[src/l0_cache_consts.svh]
// ----------------------------------------
// sizes of the level-0 instruction cache
// line and word widths must be powers of two
// fetch word must be narrower than a line
// ----------------------------------------
`ifndef L0_CACHE_CONSTS_SVH
`define L0_CACHE_CONSTS_SVH

// fetch port
`define L0_FETCH_AW 32
`define L0_FETCH_DW 32

// cache geometry
`define L0_LINE_WIDTH 128
`define L0_LINE_COUNT 4

// ----------------------------------------
// derived alignments
// ----------------------------------------
// byte offset bits within a line and within a word
`define L0_LINE_ALIGN ($clog2(`L0_LINE_WIDTH / 8))
`define L0_FETCH_ALIGN ($clog2(`L0_FETCH_DW / 8))
// line address bits kept in the tag
`define L0_TAG_WIDTH (`L0_FETCH_AW - `L0_LINE_ALIGN)

`endif

[src/l0_data_pkg.sv]
// ----------------------------------------
// datapath types of the level-0 cache
// widths follow the consts header
// ----------------------------------------
`include "l0_cache_consts.svh"

package l0_data_pkg;

  // fetch address or line-aligned request address
  typedef logic [`L0_FETCH_AW-1:0] addr_t;

  // line address with the byte offset stripped
  typedef logic [`L0_TAG_WIDTH-1:0] tag_t;

  // one full cache line as returned by the next level
  typedef logic [`L0_LINE_WIDTH-1:0] line_t;

  // one instruction word on the fetch port
  typedef logic [`L0_FETCH_DW-1:0] word_t;

  // one bit per line, used for hit, evict and write strobes
  typedef logic [`L0_LINE_COUNT-1:0] line_sel_t;

endpackage

[src/l0_ctrl_pkg.sv]
// ----------------------------------------
// control types of the level-0 cache
// ----------------------------------------
`include "l0_cache_consts.svh"

package l0_ctrl_pkg;

  // kind of a next-level request, echoed on the response
  typedef enum logic {
    REQ_REFILL,
    REQ_PREFETCH
  } req_kind_e;

  // refill state machine
  typedef enum logic [1:0] {
    MISS_IDLE,
    MISS_REQ,
    MISS_WAIT
  } miss_state_e;

  // round-robin victim pointer
  typedef logic [$clog2(`L0_LINE_COUNT)-1:0] victim_ptr_t;

endpackage

[src/l0_tag_array.sv]
// ----------------------------------------
// tag and valid storage, fully associative
// evict writes the tag and clears valid
// flush overrides a validate in the same cycle
// ----------------------------------------
`include "l0_cache_consts.svh"

module l0_tag_array (
  input  logic                   clk_i,
  input  logic                   rst_ni,
  input  l0_data_pkg::tag_t      fetch_tag_i,
  input  l0_data_pkg::tag_t      pf_tag_i,
  input  l0_data_pkg::line_sel_t evict_i,
  input  l0_data_pkg::tag_t      evict_tag_i,
  input  l0_data_pkg::line_sel_t validate_i,
  input  logic                   flush_i,
  output l0_data_pkg::line_sel_t hit_o,
  output logic                   pf_hit_o
);

  import l0_data_pkg::*;

  tag_t      tag_q [`L0_LINE_COUNT];
  line_sel_t valid_q;
  line_sel_t pf_match;

  // ----------------------------------------
  // compare
  // ----------------------------------------
  always_comb begin
    for (int i = 0; i < `L0_LINE_COUNT; i++) begin
      hit_o[i]    = valid_q[i] & (tag_q[i] == fetch_tag_i);
      pf_match[i] = valid_q[i] & (tag_q[i] == pf_tag_i);
    end
  end

  assign pf_hit_o = |pf_match;

  // ----------------------------------------
  // storage
  // ----------------------------------------
  always_ff @(posedge clk_i or negedge rst_ni) begin
    if (!rst_ni) begin
      valid_q <= '0;
    end else begin
      for (int i = 0; i < `L0_LINE_COUNT; i++) begin
        if (evict_i[i]) begin
          valid_q[i] <= 1'b0;
        end else if (validate_i[i]) begin
          valid_q[i] <= 1'b1;
        end
      end
      // invalidate everything, refills in flight refetch later
      if (flush_i) begin
        valid_q <= '0;
      end
    end
  end

  // tags are only meaningful while the valid bit is set
  always_ff @(posedge clk_i) begin
    for (int i = 0; i < `L0_LINE_COUNT; i++) begin
      if (evict_i[i]) begin
        tag_q[i] <= evict_tag_i;
      end
    end
  end

endmodule

[src/l0_data_array.sv]
// ----------------------------------------
// line data storage and fetch word select
// hit vector is expected one-hot or zero
// ----------------------------------------
`include "l0_cache_consts.svh"

module l0_data_array (
  input  logic                                         clk_i,
  input  logic                                         rst_ni,
  input  l0_data_pkg::line_sel_t                       wr_i,
  input  l0_data_pkg::line_t                           wr_line_i,
  input  l0_data_pkg::line_sel_t                       hit_i,
  input  logic [`L0_LINE_ALIGN-`L0_FETCH_ALIGN-1:0]    word_off_i,
  output l0_data_pkg::word_t                           word_o
);

  import l0_data_pkg::*;

  line_t data_q [`L0_LINE_COUNT];
  line_t hit_line;

  always_ff @(posedge clk_i or negedge rst_ni) begin
    if (!rst_ni) begin
      for (int i = 0; i < `L0_LINE_COUNT; i++) begin
        data_q[i] <= '0;
      end
    end else begin
      for (int i = 0; i < `L0_LINE_COUNT; i++) begin
        if (wr_i[i]) begin
          data_q[i] <= wr_line_i;
        end
      end
    end
  end

  // and-or mux over the hitting line
  always_comb begin
    hit_line = '0;
    for (int i = 0; i < `L0_LINE_COUNT; i++) begin
      hit_line |= {`L0_LINE_WIDTH{hit_i[i]}} & data_q[i];
    end
  end

  // word within the line, lowest address in the low bits
  assign word_o = hit_line[word_off_i * `L0_FETCH_DW +: `L0_FETCH_DW];

endmodule

[src/l0_prefetcher.sv]
// ----------------------------------------
// next-line prefetch address and request
// launch is ignored while a request is held
// ----------------------------------------
`include "l0_cache_consts.svh"

module l0_prefetcher (
  input  logic                clk_i,
  input  logic                rst_ni,
  input  l0_data_pkg::addr_t  fetch_addr_i,
  input  logic                launch_i,
  input  logic                grant_i,
  output l0_data_pkg::tag_t   next_tag_o,
  output logic                req_valid_o,
  output l0_data_pkg::addr_t  req_addr_o
);

  import l0_data_pkg::*;

  tag_t fetch_tag;
  tag_t req_tag_q;
  logic req_valid_q;
  logic accept;

  assign fetch_tag  = fetch_addr_i[`L0_FETCH_AW-1:`L0_LINE_ALIGN];
  // line directly after the one being fetched
  assign next_tag_o = fetch_tag + tag_t'(1);

  assign accept = launch_i & ~req_valid_q;

  always_ff @(posedge clk_i or negedge rst_ni) begin
    if (!rst_ni) begin
      req_valid_q <= 1'b0;
    end else if (accept) begin
      req_valid_q <= 1'b1;
    end else if (grant_i) begin
      req_valid_q <= 1'b0;
    end
  end

  // address stays put after grant until the next launch
  always_ff @(posedge clk_i) begin
    if (accept) begin
      req_tag_q <= next_tag_o;
    end
  end

  assign req_valid_o = req_valid_q;
  assign req_addr_o  = {req_tag_q, {`L0_LINE_ALIGN{1'b0}}};

endmodule

[src/l0_miss_ctrl.sv]
// ----------------------------------------
// miss handling, victim choice, arbitration
// one refill and one prefetch in flight at most
// a prefetch shown and stalled keeps the bus
// ----------------------------------------
`include "l0_cache_consts.svh"

module l0_miss_ctrl (
  input  logic                   clk_i,
  input  logic                   rst_ni,
  input  logic                   in_valid_i,
  input  l0_data_pkg::tag_t      fetch_tag_i,
  input  l0_data_pkg::line_sel_t hit_i,
  input  logic                   pf_hit_i,
  input  logic                   prefetch_en_i,
  input  logic                   pf_req_valid_i,
  input  l0_data_pkg::addr_t     pf_req_addr_i,
  input  l0_data_pkg::tag_t      next_tag_i,
  input  logic                   out_req_ready_i,
  input  logic                   out_rsp_valid_i,
  input  l0_ctrl_pkg::req_kind_e out_rsp_kind_i,
  output l0_data_pkg::line_sel_t evict_o,
  output l0_data_pkg::tag_t      evict_tag_o,
  output l0_data_pkg::line_sel_t validate_o,
  output logic                   pf_launch_o,
  output logic                   pf_grant_o,
  output l0_data_pkg::addr_t     out_req_addr_o,
  output l0_ctrl_pkg::req_kind_e out_req_kind_o,
  output logic                   out_req_valid_o
);

  import l0_data_pkg::*;
  import l0_ctrl_pkg::*;

  miss_state_e state_q, state_d;
  victim_ptr_t ptr_q, ptr_d;
  line_sel_t   victim, refill_line_q, pf_line_q;
  tag_t        refill_tag_q, refill_tag;
  logic        hit_any, pf_missed_line, miss, miss_start;
  logic        pf_pending_q, pf_lock_q;
  logic        refill_valid, refill_grant, sel_pf;

  assign hit_any = |hit_i;
  // an outstanding prefetch for this very line turns the miss into a wait
  assign pf_missed_line = pf_pending_q & in_valid_i &
                          (pf_req_addr_i[`L0_FETCH_AW-1:`L0_LINE_ALIGN] == fetch_tag_i);
  assign miss        = in_valid_i & ~hit_any & ~pf_missed_line;
  assign miss_start  = (state_q == MISS_IDLE) & miss;
  assign pf_launch_o = prefetch_en_i & in_valid_i & hit_any & ~pf_hit_i & ~pf_pending_q;

  // ----------------------------------------
  // victim choice
  // ----------------------------------------
  always_comb begin
    victim = line_sel_t'(1) << ptr_q;
    ptr_d  = ptr_q + victim_ptr_t'(1);
    // never throw out the line the port is hitting on
    if (victim == hit_i) begin
      victim = line_sel_t'(1) << (ptr_q + victim_ptr_t'(1));
      ptr_d  = ptr_q + victim_ptr_t'(2);
    end
  end

  assign evict_o     = (miss_start | pf_launch_o) ? victim : '0;
  assign evict_tag_o = miss_start ? fetch_tag_i : next_tag_i;

  // ----------------------------------------
  // arbitration, refill first
  // ----------------------------------------
  assign refill_valid = miss_start | (state_q == MISS_REQ);
  assign refill_tag   = (state_q == MISS_IDLE) ? fetch_tag_i : refill_tag_q;
  assign sel_pf       = pf_req_valid_i & (pf_lock_q | ~refill_valid);
  assign refill_grant = refill_valid & ~sel_pf & out_req_ready_i;
  assign pf_grant_o   = sel_pf & out_req_ready_i;

  assign out_req_valid_o = refill_valid | pf_req_valid_i;
  assign out_req_kind_o  = sel_pf ? REQ_PREFETCH : REQ_REFILL;
  assign out_req_addr_o  = sel_pf ? pf_req_addr_i : {refill_tag, {`L0_LINE_ALIGN{1'b0}}};

  // response kind picks the line to validate
  assign validate_o = !out_rsp_valid_i           ? '0 :
                      (out_rsp_kind_i == REQ_PREFETCH) ? pf_line_q : refill_line_q;

  always_comb begin
    state_d = state_q;
    unique case (state_q)
      MISS_IDLE: begin
        if (miss_start) begin
          state_d = refill_grant ? MISS_WAIT : MISS_REQ;
        end
      end
      MISS_REQ: begin
        if (refill_grant) begin
          state_d = MISS_WAIT;
        end
      end
      MISS_WAIT: begin
        if (out_rsp_valid_i && out_rsp_kind_i == REQ_REFILL) begin
          state_d = MISS_IDLE;
        end
      end
      default: state_d = MISS_IDLE;
    endcase
  end

  always_ff @(posedge clk_i or negedge rst_ni) begin
    if (!rst_ni) begin
      state_q      <= MISS_IDLE;
      ptr_q        <= '0;
      pf_pending_q <= 1'b0;
      pf_lock_q    <= 1'b0;
    end else begin
      state_q   <= state_d;
      pf_lock_q <= sel_pf & ~out_req_ready_i;
      if (miss_start | pf_launch_o) begin
        ptr_q <= ptr_d;
      end
      if (pf_launch_o) begin
        pf_pending_q <= 1'b1;
      end else if (out_rsp_valid_i && out_rsp_kind_i == REQ_PREFETCH) begin
        pf_pending_q <= 1'b0;
      end
    end
  end

  // lines and tag owned by the requests in flight
  always_ff @(posedge clk_i) begin
    if (miss_start) begin
      refill_line_q <= victim;
      refill_tag_q  <= fetch_tag_i;
    end
    if (pf_launch_o) begin
      pf_line_q <= victim;
    end
  end

endmodule

[src/l0_cache_top.sv]
// ----------------------------------------
// level-0 instruction cache, one fetch port
// fetch address must stay stable until ready
// next-level responses are always accepted
// ----------------------------------------
`include "l0_cache_consts.svh"

module l0_cache_top (
  input  logic                   clk_i,
  input  logic                   rst_ni,
  input  logic                   flush_i,
  input  logic                   prefetch_en_i,
  input  l0_data_pkg::addr_t     in_addr_i,
  input  logic                   in_valid_i,
  output l0_data_pkg::word_t     in_data_o,
  output logic                   in_ready_o,
  output l0_data_pkg::addr_t     out_req_addr_o,
  output l0_ctrl_pkg::req_kind_e out_req_kind_o,
  output logic                   out_req_valid_o,
  input  logic                   out_req_ready_i,
  input  l0_data_pkg::line_t     out_rsp_data_i,
  input  l0_ctrl_pkg::req_kind_e out_rsp_kind_i,
  input  logic                   out_rsp_valid_i
);

  import l0_data_pkg::*;

  tag_t      fetch_tag, next_tag, evict_tag;
  line_sel_t hit, evict, validate;
  logic      pf_hit, pf_launch, pf_grant, pf_req_valid;
  addr_t     pf_req_addr;

  assign fetch_tag  = in_addr_i[`L0_FETCH_AW-1:`L0_LINE_ALIGN];
  assign in_ready_o = |hit;

  l0_tag_array l0_tag_array_inst (
    .clk_i       (clk_i),
    .rst_ni      (rst_ni),
    .fetch_tag_i (fetch_tag),
    .pf_tag_i    (next_tag),
    .evict_i     (evict),
    .evict_tag_i (evict_tag),
    .validate_i  (validate),
    .flush_i     (flush_i),
    .hit_o       (hit),
    .pf_hit_o    (pf_hit)
  );

  l0_data_array l0_data_array_inst (
    .clk_i      (clk_i),
    .rst_ni     (rst_ni),
    .wr_i       (validate),
    .wr_line_i  (out_rsp_data_i),
    .hit_i      (hit),
    .word_off_i (in_addr_i[`L0_LINE_ALIGN-1:`L0_FETCH_ALIGN]),
    .word_o     (in_data_o)
  );

  l0_prefetcher l0_prefetcher_inst (
    .clk_i        (clk_i),
    .rst_ni       (rst_ni),
    .fetch_addr_i (in_addr_i),
    .launch_i     (pf_launch),
    .grant_i      (pf_grant),
    .next_tag_o   (next_tag),
    .req_valid_o  (pf_req_valid),
    .req_addr_o   (pf_req_addr)
  );

  l0_miss_ctrl l0_miss_ctrl_inst (
    .clk_i           (clk_i),
    .rst_ni          (rst_ni),
    .in_valid_i      (in_valid_i),
    .fetch_tag_i     (fetch_tag),
    .hit_i           (hit),
    .pf_hit_i        (pf_hit),
    .prefetch_en_i   (prefetch_en_i),
    .pf_req_valid_i  (pf_req_valid),
    .pf_req_addr_i   (pf_req_addr),
    .next_tag_i      (next_tag),
    .out_req_ready_i (out_req_ready_i),
    .out_rsp_valid_i (out_rsp_valid_i),
    .out_rsp_kind_i  (out_rsp_kind_i),
    .evict_o         (evict),
    .evict_tag_o     (evict_tag),
    .validate_o      (validate),
    .pf_launch_o     (pf_launch),
    .pf_grant_o      (pf_grant),
    .out_req_addr_o  (out_req_addr_o),
    .out_req_kind_o  (out_req_kind_o),
    .out_req_valid_o (out_req_valid_o)
  );

endmodule

[config.mk]
export PLATFORM = sky130hd
export DESIGN_NAME = l0_cache_top
export DESIGN_NICKNAME = d
export VERILOG_FILES = /design/src/l0_data_pkg.sv /design/src/l0_ctrl_pkg.sv /design/src/l0_tag_array.sv /design/src/l0_data_array.sv /design/src/l0_prefetcher.sv /design/src/l0_miss_ctrl.sv /design/src/l0_cache_top.sv
export VERILOG_INCLUDE_DIRS = /design/src
export SDC_FILE = /design/constraint.sdc
export NUM_CORES = 1
export LEC_CHECK = 0
export BUFFER_PORTS_ARGS = -buffer_cell sky130_fd_sc_hd__buf_2
export CORE_UTILIZATION = 40
export CTS_BUF_LIST = sky130_fd_sc_hd__clkbuf_8
export DETAILED_ROUTE_END_ITERATION = 12
export PLACE_DENSITY_LB_ADDON = 0.08
export RECOVER_POWER = 50
export SLEW_MARGIN = 10
export SYNTH_ARGS = -nofsm -noshare
export SYNTH_HDL_FRONTEND = slang
export SYNTH_SLANG_ARGS = --single-unit
[constraint.sdc]
create_clock -name clk_i -period 5 [get_ports clk_i]
set_input_delay 0 -clock clk_i [delete_from_list [all_inputs] [get_ports clk_i]]
set_output_delay 0 -clock clk_i [all_outputs]
set_load 0.01 [all_outputs]
==> results.txt, run 1 <==
clock-pin transition on the worst setup and hold timing paths -> 0.06 ns
Distinct cells, synth -> 72
GRT met1 Usage -> 36.9%
Fmax achieved -> 0.205 GHz
final max-slew violation count -> 705
nature of the critical path endpoint -> primary output
YS warnings -> 0
Rows -> 106
First DRT Iteration DRCs -> 1969
crit path max fanout -> 129
Avg WL per Cell -> 26.6 um
mux share of post-synthesis cell area -> 18.2%
Post-synth EDFFs -> 176
critical path type -> register to primary output
area taken by multi-input logic gates -> 0.0150 mm2
r2r startpoint -> l0_tag_array_inst.tag_q[1][13]
fraction of layout instances using a drive strength above 1 -> 31.2%
Ports -> 235
number of global-route vias before repair -> 27100
Routed Antenna Nets -> 0
Clk pwr share -> 31.8%
switching pwr -> 4.95 mW
Final Net Count -> 3563
power per cell area -> 393 mW/mm2
vias after detailed routing -> 25800
CTS tree -> yes
Mapped Cells -> 2795
all-layer global routing usage -> 28.5%
setup violators final -> 0
CTS H-tree depth -> 4
combinational share of power -> 21.1%
FF/Latch Area -> 0.0184 mm2
die width -> 294 um
Sw Share -> 29.6%
Reg2Reg Setup Slack -> 0.79 ns
post-route minimum period -> 4.87 ns
Adder-Cell Fraction of Synth Area -> 0.183%
Setup Skew -> 0.0405 ns
HPWL Detailed -> 82.5 mm
global route total overflow -> 0
# Max-Cap Violations -> 10
Worst Setup EP -> in_data_o[14]
Layout fillers -> 7598
Synth Register Bits -> 699
GR Layer Usage met3 -> 5.85%
failing checks -> capacitance limit, slew limit
P_int -> 11.8 mW
root buffer cell -> clkbuf_8
Required @ worst endpoint -> 5.00 ns
largest family of logic cells by synthesized area -> multiplexers
RSZ-0062 raised after global routing -> false
Critical Path Start -> l0_tag_array_inst.tag_q[2][9]
cell area after synthesis -> 0.0342 mm2
drt via density -> 5.59
Area growth, synth to finish -> 24.3%
GR peak layer -> met2
sequential fraction of the synthesis area -> 53.7%
Clk Latency, worst-skew pair -> 0.81 ns
status -> complete, but fails checks
Initial Util -> 40.6%
Static Leak -> 16.8 nW
Seq pwr share -> 47.1%
pin count of the biggest net entering global routing -> 197
Synth top area share -> 38.2%
TritonCTS buffer count -> 131
first-pass GRT wire length -> 181 mm
setup TNS -> 0 ns
most frequent cell after synthesis -> dfrtp_1
Global Route met2 Usage -> 46.8%
synth cell count leaders -> dfrtp_1, mux2_2, a22oi_1, edfxtp_1, xnor2_1
PortBufs -> 228
Main synth FF type -> dfrtp_1
Max-slew headroom -> -144%
TritonCTS Sinks -> 699
drt total wl -> 123 mm
Peak VDD IR -> 0.239 mV
Die ar. -> 0.0867 mm2
placer's final routability congestion estimate -> 0.941
simple-gate share of the synthesized area -> 7.82%
Synth area leader -> dfrtp_1
Hold Slack -> 0.0507 ns
Arr. time, crit path -> 4.87 ns
async set-reset flop share out of synthesis -> 74.8%
total power -> 16.7 mW
initial antenna violation count -> 13
Final Hold Vio Count -> 0
reg2reg path depth -> 11
Startpoint Class -> register
top cells by area, synth -> dfrtp_1, mux2_2, edfxtp_1
worst min path class -> input pin to register
Worst-Margin Slew -> 3.67 ns
clk buf depth -> 3
DRC Markers -> 0
Tcrit/Tclk final -> 97.4%
reg2reg end -> l0_tag_array_inst.tag_q[3][8]
Core ar. -> 0.0842 mm2
XOR/XNOR share of the synthesized area -> 6.72%
Post-Synthesis Mean Instance Area -> 12.2 um2
Synth Area in Compound Gates -> 10.9%
drt first pass iters -> 5
Die Ht -> 294 um
==> per-layer routing <==
| metal | part of all wire (%) | up-vias |
|---|---|---|
| met2 | 48 | 739 |
| li1 | - | 11600 |
| met3 | 5.4 | 204 |
| met4 | 3.5 | 10 |
| met5 | 0.042 | - |
| met1 | 43 | 13200 |
==> what timing repair did <==
action                                 4_1_cts  5_1_grt
pin swaps                                    1        0
gates cloned                                 1        0
hold buffers                               256        0
resized for setup                            3        3
setup buffers                                1        0
setup endpoints to repair                    5        2
endpoints found under the hold margin      953        0
==> worst min-delay path by stage <==
stage,startpoint,end,cells after the start
6_report,out_rsp_data_i[36],l0_data_array_inst.data_q[164],3
5_1_grt,out_rsp_data_i[15],l0_data_array_inst.data_q[15],3
4_1_cts,out_rsp_data_i[15],l0_data_array_inst.data_q[271],3
3_5_place_dp,rst_ni,l0_data_array_inst.data_q[270],1
3_3_place_gp,rst_ni,l0_data_array_inst.data_q[458],1
2_1_floorplan,rst_ni,l0_data_array_inst.data_q[0],0
==> layout make-up <==
cell class	count	area share, %
sequential	699	43.2
multi-input combinational	1882	35.4
timing repair buffer	660	12.1
clock buffer	153	4.95
tap	1134	3.34
clock inverter	71	0.868
inverter	16	0.141
antenna	4	0.0235
==> critical path, cell delays in order, from the launching register on <==
cell and delay, ns:
edfxtp_1 0.41, xnor2_1 0.52, nor4b_1 0.30, nand4_1 0.17
nor3_2 0.44, buf_12 0.46, a22oi_1 0.22, nand3_1 0.19
o21ai_0 0.46, o21ai_0 0.34, buf_2 0.18
==> through the flow <==
step	std cells	cell area (um2)	utilization [%]	worst slack, ns
finish	4619	42500	50.5	0.131
global route	4618	42500	50.5	0.0130
CTS	4615	42700	50.7	0.0844
detailed placement	4133	37600	44.6	0.679
global placement	4133	37600	44.6	0.631
floorplan	2798	34200	-	0.732
==> state kept, by name, summed over array words and instances, names as in the netlist <==
signal	cells
l0_miss_ctrl_inst.pf_pending_q	1
l0_prefetcher_inst.req_valid_o	1
l0_miss_ctrl_inst.refill_tag_q	28
l0_miss_ctrl_inst.refill_line_q	4
l0_prefetcher_inst.req_tag_q	28
l0_miss_ctrl_inst.ptr_q	2
l0_data_array_inst.data_q	512
l0_tag_array_inst.valid_q	4
l0_miss_ctrl_inst.state_q	2
l0_miss_ctrl_inst.pf_lock_q	1
l0_tag_array_inst.tag_q	112
l0_miss_ctrl_inst.pf_line_q	4
==> power by group through the flow <==
stage / Sequential, mW / Clock (mW) / Combinational, mW
2_1_floorplan: 7.77 / 0 / 2.22
3_3_place_gp: 7.87 / 0 / 3.29
3_5_place_dp: 7.97 / 0 / 3.38
4_1_cts: 7.87 / 5.49 / 3.57
5_1_grt: 8.03 / 5.76 / 3.81
6_report: 7.88 / 5.32 / 3.54
==> cells by family (layout without fill, tap and decap cells) <==
kind of cell | Yosys count | after routing
AOI/OAI and AO/OA | 565 | 565
other | 1 | 8
adders and majority gates | 5 | 5
buffers and inverters | 217 | 900
muxes | 556 | 556
and+or+nand+nor | 491 | 491
DFF | 699 | 699
xor gates and xnor gates | 261 | 261
==> placed cells by master, fill, tap and decap left out, types with 9 or more instances in the layout <==
master	count
a21oi_1	88
edfxtp_1	176
dlygate4sd3_1	255
mux2_2	516
inv_1	57
a21boi_0	33
clkbuf_1	35
nand2b_1	11
clkinv_2	12
a22oi_1	258
xnor2_1	171
nor2_1	78
dfrtp_1	523
nand3_1	62
buf_4	143
and3_1	9
or4_1	12
buf_2	207
o21ai_0	125
nor2b_1	11
nand4_1	64
buf_12	12
mux2i_1	38
o22ai_1	10
nand2_1	100
xor2_1	88
clkbuf_8	153
or3_1	10
nor3_1	29
nor4_1	42
(Power assumes the default switching activity.)
==> run 2, diff against run 1 <==
--- a/config.mk
+++ b/config.mk
@@ -7,7 +7,7 @@
 export NUM_CORES = 1
 export LEC_CHECK = 0
 export BUFFER_PORTS_ARGS = -buffer_cell sky130_fd_sc_hd__buf_2
-export CORE_UTILIZATION = 40
+export CORE_UTILIZATION = 55
 export CTS_BUF_LIST = sky130_fd_sc_hd__clkbuf_8
 export DETAILED_ROUTE_END_ITERATION = 12
 export PLACE_DENSITY_LB_ADDON = 0.08
==> run 2 against run 1 <==
Effect of this change: the flow still finishes with violations (capacitance limit, slew limit); sequential cell count did not move; first-iteration DRC count rose by 14%; sequential power barely moved; clock power fell by 6.2%; non-clock buffer count fell by 134; via count fell by 0.84%; final cell count fell by 9.6%; power fell by 3.0%; critical path type is now input pin to register; largest cell class unchanged; highest routed layer is now met4.
==> results.txt, run 2 (synthesis gave the netlist of run 1 again) <==
status -> complete, but fails checks
failing checks -> capacitance limit, slew limit
Tcrit/Tclk final -> 98.6% (+1.2 points)
# Max-Cap Violations -> 9 (-1)
Clk Latency, worst-skew pair -> 0.74 ns (-0.07 ns)
First DRT Iteration DRCs -> 2253 (+14%)
setup ws final -> 0.0703 ns (-0.0603 ns)
Sw Share -> 28.9% (-0.63 points)
Area growth, synth to finish -> 19.1%
Largest Register -> l0_data_array_inst.data_q
Peak VDD IR -> 0.302 mV (+26%)
Die Ht -> 251 um (-15%)
Required @ worst endpoint -> 5.57 ns (+0.57 ns)
Static Leak -> 16.1 nW (-4.0%)
Core ar. -> 0.0616 mm2 (-27%)
clock-pin transition on the worst setup and hold timing paths -> 0.06 ns (about the same)
Final Hold Vio Count -> 0 (unchanged)
Startpoint Class -> input pin
Ports -> 235 (unchanged)
CTS tree -> yes
clk buf depth -> 3 (unchanged)
Layout fillers -> 4710 (-38%)
setup violators final -> 0 (unchanged)
Setup Skew -> 0.0325 ns (-0.00806 ns)
RSZ-0062 raised after global routing -> false
crit path max fanout -> 12 (-91%)
worst min path class -> input pin to register
fraction of layout instances using a drive strength above 1 -> 31.1% (-0.037 points)
critical path type -> input pin to register
number of global-route vias before repair -> 26100 (-3.9%)
dpl ws -> 0.294 ns (-0.385 ns)
Final Net Count -> 3414 (-4.2%)
Worst-Margin Slew -> 3.03 ns (-0.640 ns)
combinational share of power -> 20.6% (-0.5 points)
first-pass GRT wire length -> 162 mm (-10%)
GR Layer Usage met3 -> 5.65% (-0.20 points)
Routed Antenna Nets -> 0 (unchanged)
Rows -> 91 (-14%)
Fmax achieved -> 0.203 GHz (-1.2%)
most frequent cells in the layout -> dfrtp_1, mux2_2, a22oi_1, buf_2, edfxtp_1
Initial Util -> 55.6% (+15 points)
TritonCTS Sinks -> 699 (unchanged)
placer's final routability congestion estimate -> 1.03 (+9.6%)
setup TNS -> 0 ns (unchanged)
root buffer cell -> clkbuf_8
die width -> 251 um (-15%)
CTS H-tree depth -> 3 (-1)
HPWL Detailed -> 72.9 mm (-12%)
Global Route met2 Usage -> 55.0% (+8.2 points)
switching pwr -> 4.70 mW (-5.0%)
GR peak layer -> met2
global route total overflow -> 0 (unchanged)
drt via density -> 6.13 (+9.7%)
Max-slew headroom -> -102% (+43 points)
commonest non-fill, non-tap cell in the layout -> dfrtp_1
PortBufs -> 228 (unchanged)
initial antenna violation count -> 6 (-7)
Seq pwr share -> 48.6% (+1.5 points)
drt total wl -> 109 mm (-12%)
P_int -> 11.5 mW (-2.1%)
post-route minimum period -> 4.93 ns (+0.0603 ns)
DRC Markers -> 0 (unchanged)
Die ar. -> 0.0632 mm2 (-27%)
drt first pass iters -> 6 (+1)
post-CTS setup buffer count -> 0 (-1)
pin count of the biggest net entering global routing -> 170 (-14%)
all-layer global routing usage -> 34.1% (+5.6 points)
Clk pwr share -> 30.8% (-1.0 points)
placement-stage cell area -> 0.0369 mm2 (-1.7%)
power per cell area -> 398 mW/mm2 (+1.2%)
nature of the critical path endpoint -> register
GRT met1 Usage -> 45.2% (+8.4 points)
Avg WL per Cell -> 26.0 um (-2.2%)
max FFs per register -> 512 (unchanged)
Arr. time, crit path -> 5.50 ns (+0.63 ns)
vias after detailed routing -> 25600 (-0.84%)
top flop regs -> l0_data_array_inst.data_q (512), l0_tag_array_inst.tag_q (112)
final max-slew violation count -> 747 (+6.0%)
TritonCTS buffer count -> 115 (-12%)
post-route cell area -> 0.0408 mm2 (-4.2%)
## run 2: cell count changes in the layout (fill, tap and decap cells not counted), moves of 4 or more
cell           previous run  this run
clkbuf_1                 35        20
inv_1                    57        61
inv_6                     5         0
dlygate4sd3_1           255       165
buf_4                   143       104
clkbuf_8                153       141
nor4_2                    1         5
buf_2                   207       219
## run 2: timing repair
| item | in CTS | in global routing |
|---|---|---|
| endpoints found under the hold margin | 751 | 0 |
| setup endpoints to repair | 0 | 12 |
| hold buffers | 166 | 0 |
| gates resized for setup | 0 | 0 |
## run 2: final cells by class
type | instances | area [um2] | share of cell area, %
sequential | 699 | 18400 | 45.1
multi-input combinational | 1883 | 15000 | 36.9
timing repair buffer | 526 | 3920 | 9.62
clock buffer | 141 | 1940 | 4.76
tap | 837 | 1050 | 2.57
clock inverter | 66 | 377 | 0.924
inverter | 16 | 60.1 | 0.147
antenna | 7 | 17.5 | 0.0430
## run 2: through the flow
step	util, %	std cells	hold slack (ns)	total power, mW
finish	66.2	4175	0.0645	16.2
global route	66.2	4170	0.0742	16.9
CTS	66.5	4167	0.00420	16.3
floorplan	-	2798	-0.296	9.98
global placement	60.0	3794	0.0862	11.0
detailed placement	60.0	3794	0.105	11.2
## run 2: path summary, 6_finish.rpt
path | from | to | slack (ns) | cells past startpoint
max in group asynchronous | rst_ni | l0_data_array_inst.data_q[87] | 1.16 | 4
setup reg to reg | l0_miss_ctrl_inst.pf_line_q[0] | l0_data_array_inst.data_q[394] | 0.32 | 4
hold reg to reg | l0_data_array_inst.data_q[274] | l0_data_array_inst.data_q[274] | 0.50 | 1
hold / removal | out_rsp_data_i[63] | l0_data_array_inst.data_q[63] | 0.06 | 3
setup / recovery | in_addr_i[5] | l0_tag_array_inst.valid_q[3] | 0.07 | 15
min in group asynchronous | rst_ni | l0_data_array_inst.data_q[383] | 1.70 | 4
## run 2: critical path, stage by stage
cell and delay, ns:
dlygate4sd3_1 0.54, clkbuf_1 0.12, clkbuf_1 0.60, nand2_1 0.35, nor4_1 0.68, a21oi_1 0.19, a2111oi_0 0.90, buf_4 0.24
o2111ai_1 0.11, or4_1 0.42, nor4_1 0.34, nor3_1 0.16, or2_1 0.30, buf_4 0.16, a211oi_1 0.39
## run 2: power groups by stage
| stage | sequential, mW | clock [mW] | combinational (mW) |
|---|---|---|---|
| after floorplan | 7.77 | 0 | 2.22 |
| after global placement | 7.86 | 0 | 3.12 |
| after detailed placement | 7.98 | 0 | 3.22 |
| after CTS | 7.87 | 5.08 | 3.35 |
| after global routing | 8.03 | 5.32 | 3.59 |
| final | 7.89 | 4.99 | 3.35 |
## run 2: metal layers
metal  routed length, um  share of wire, %  up-vias
li1                    -                 -    11300
met3                7360               6.8      227
met4                5140               4.7        0
met2               51400                47     1033
met1               44700                41    13000
met5                   0                 0        -
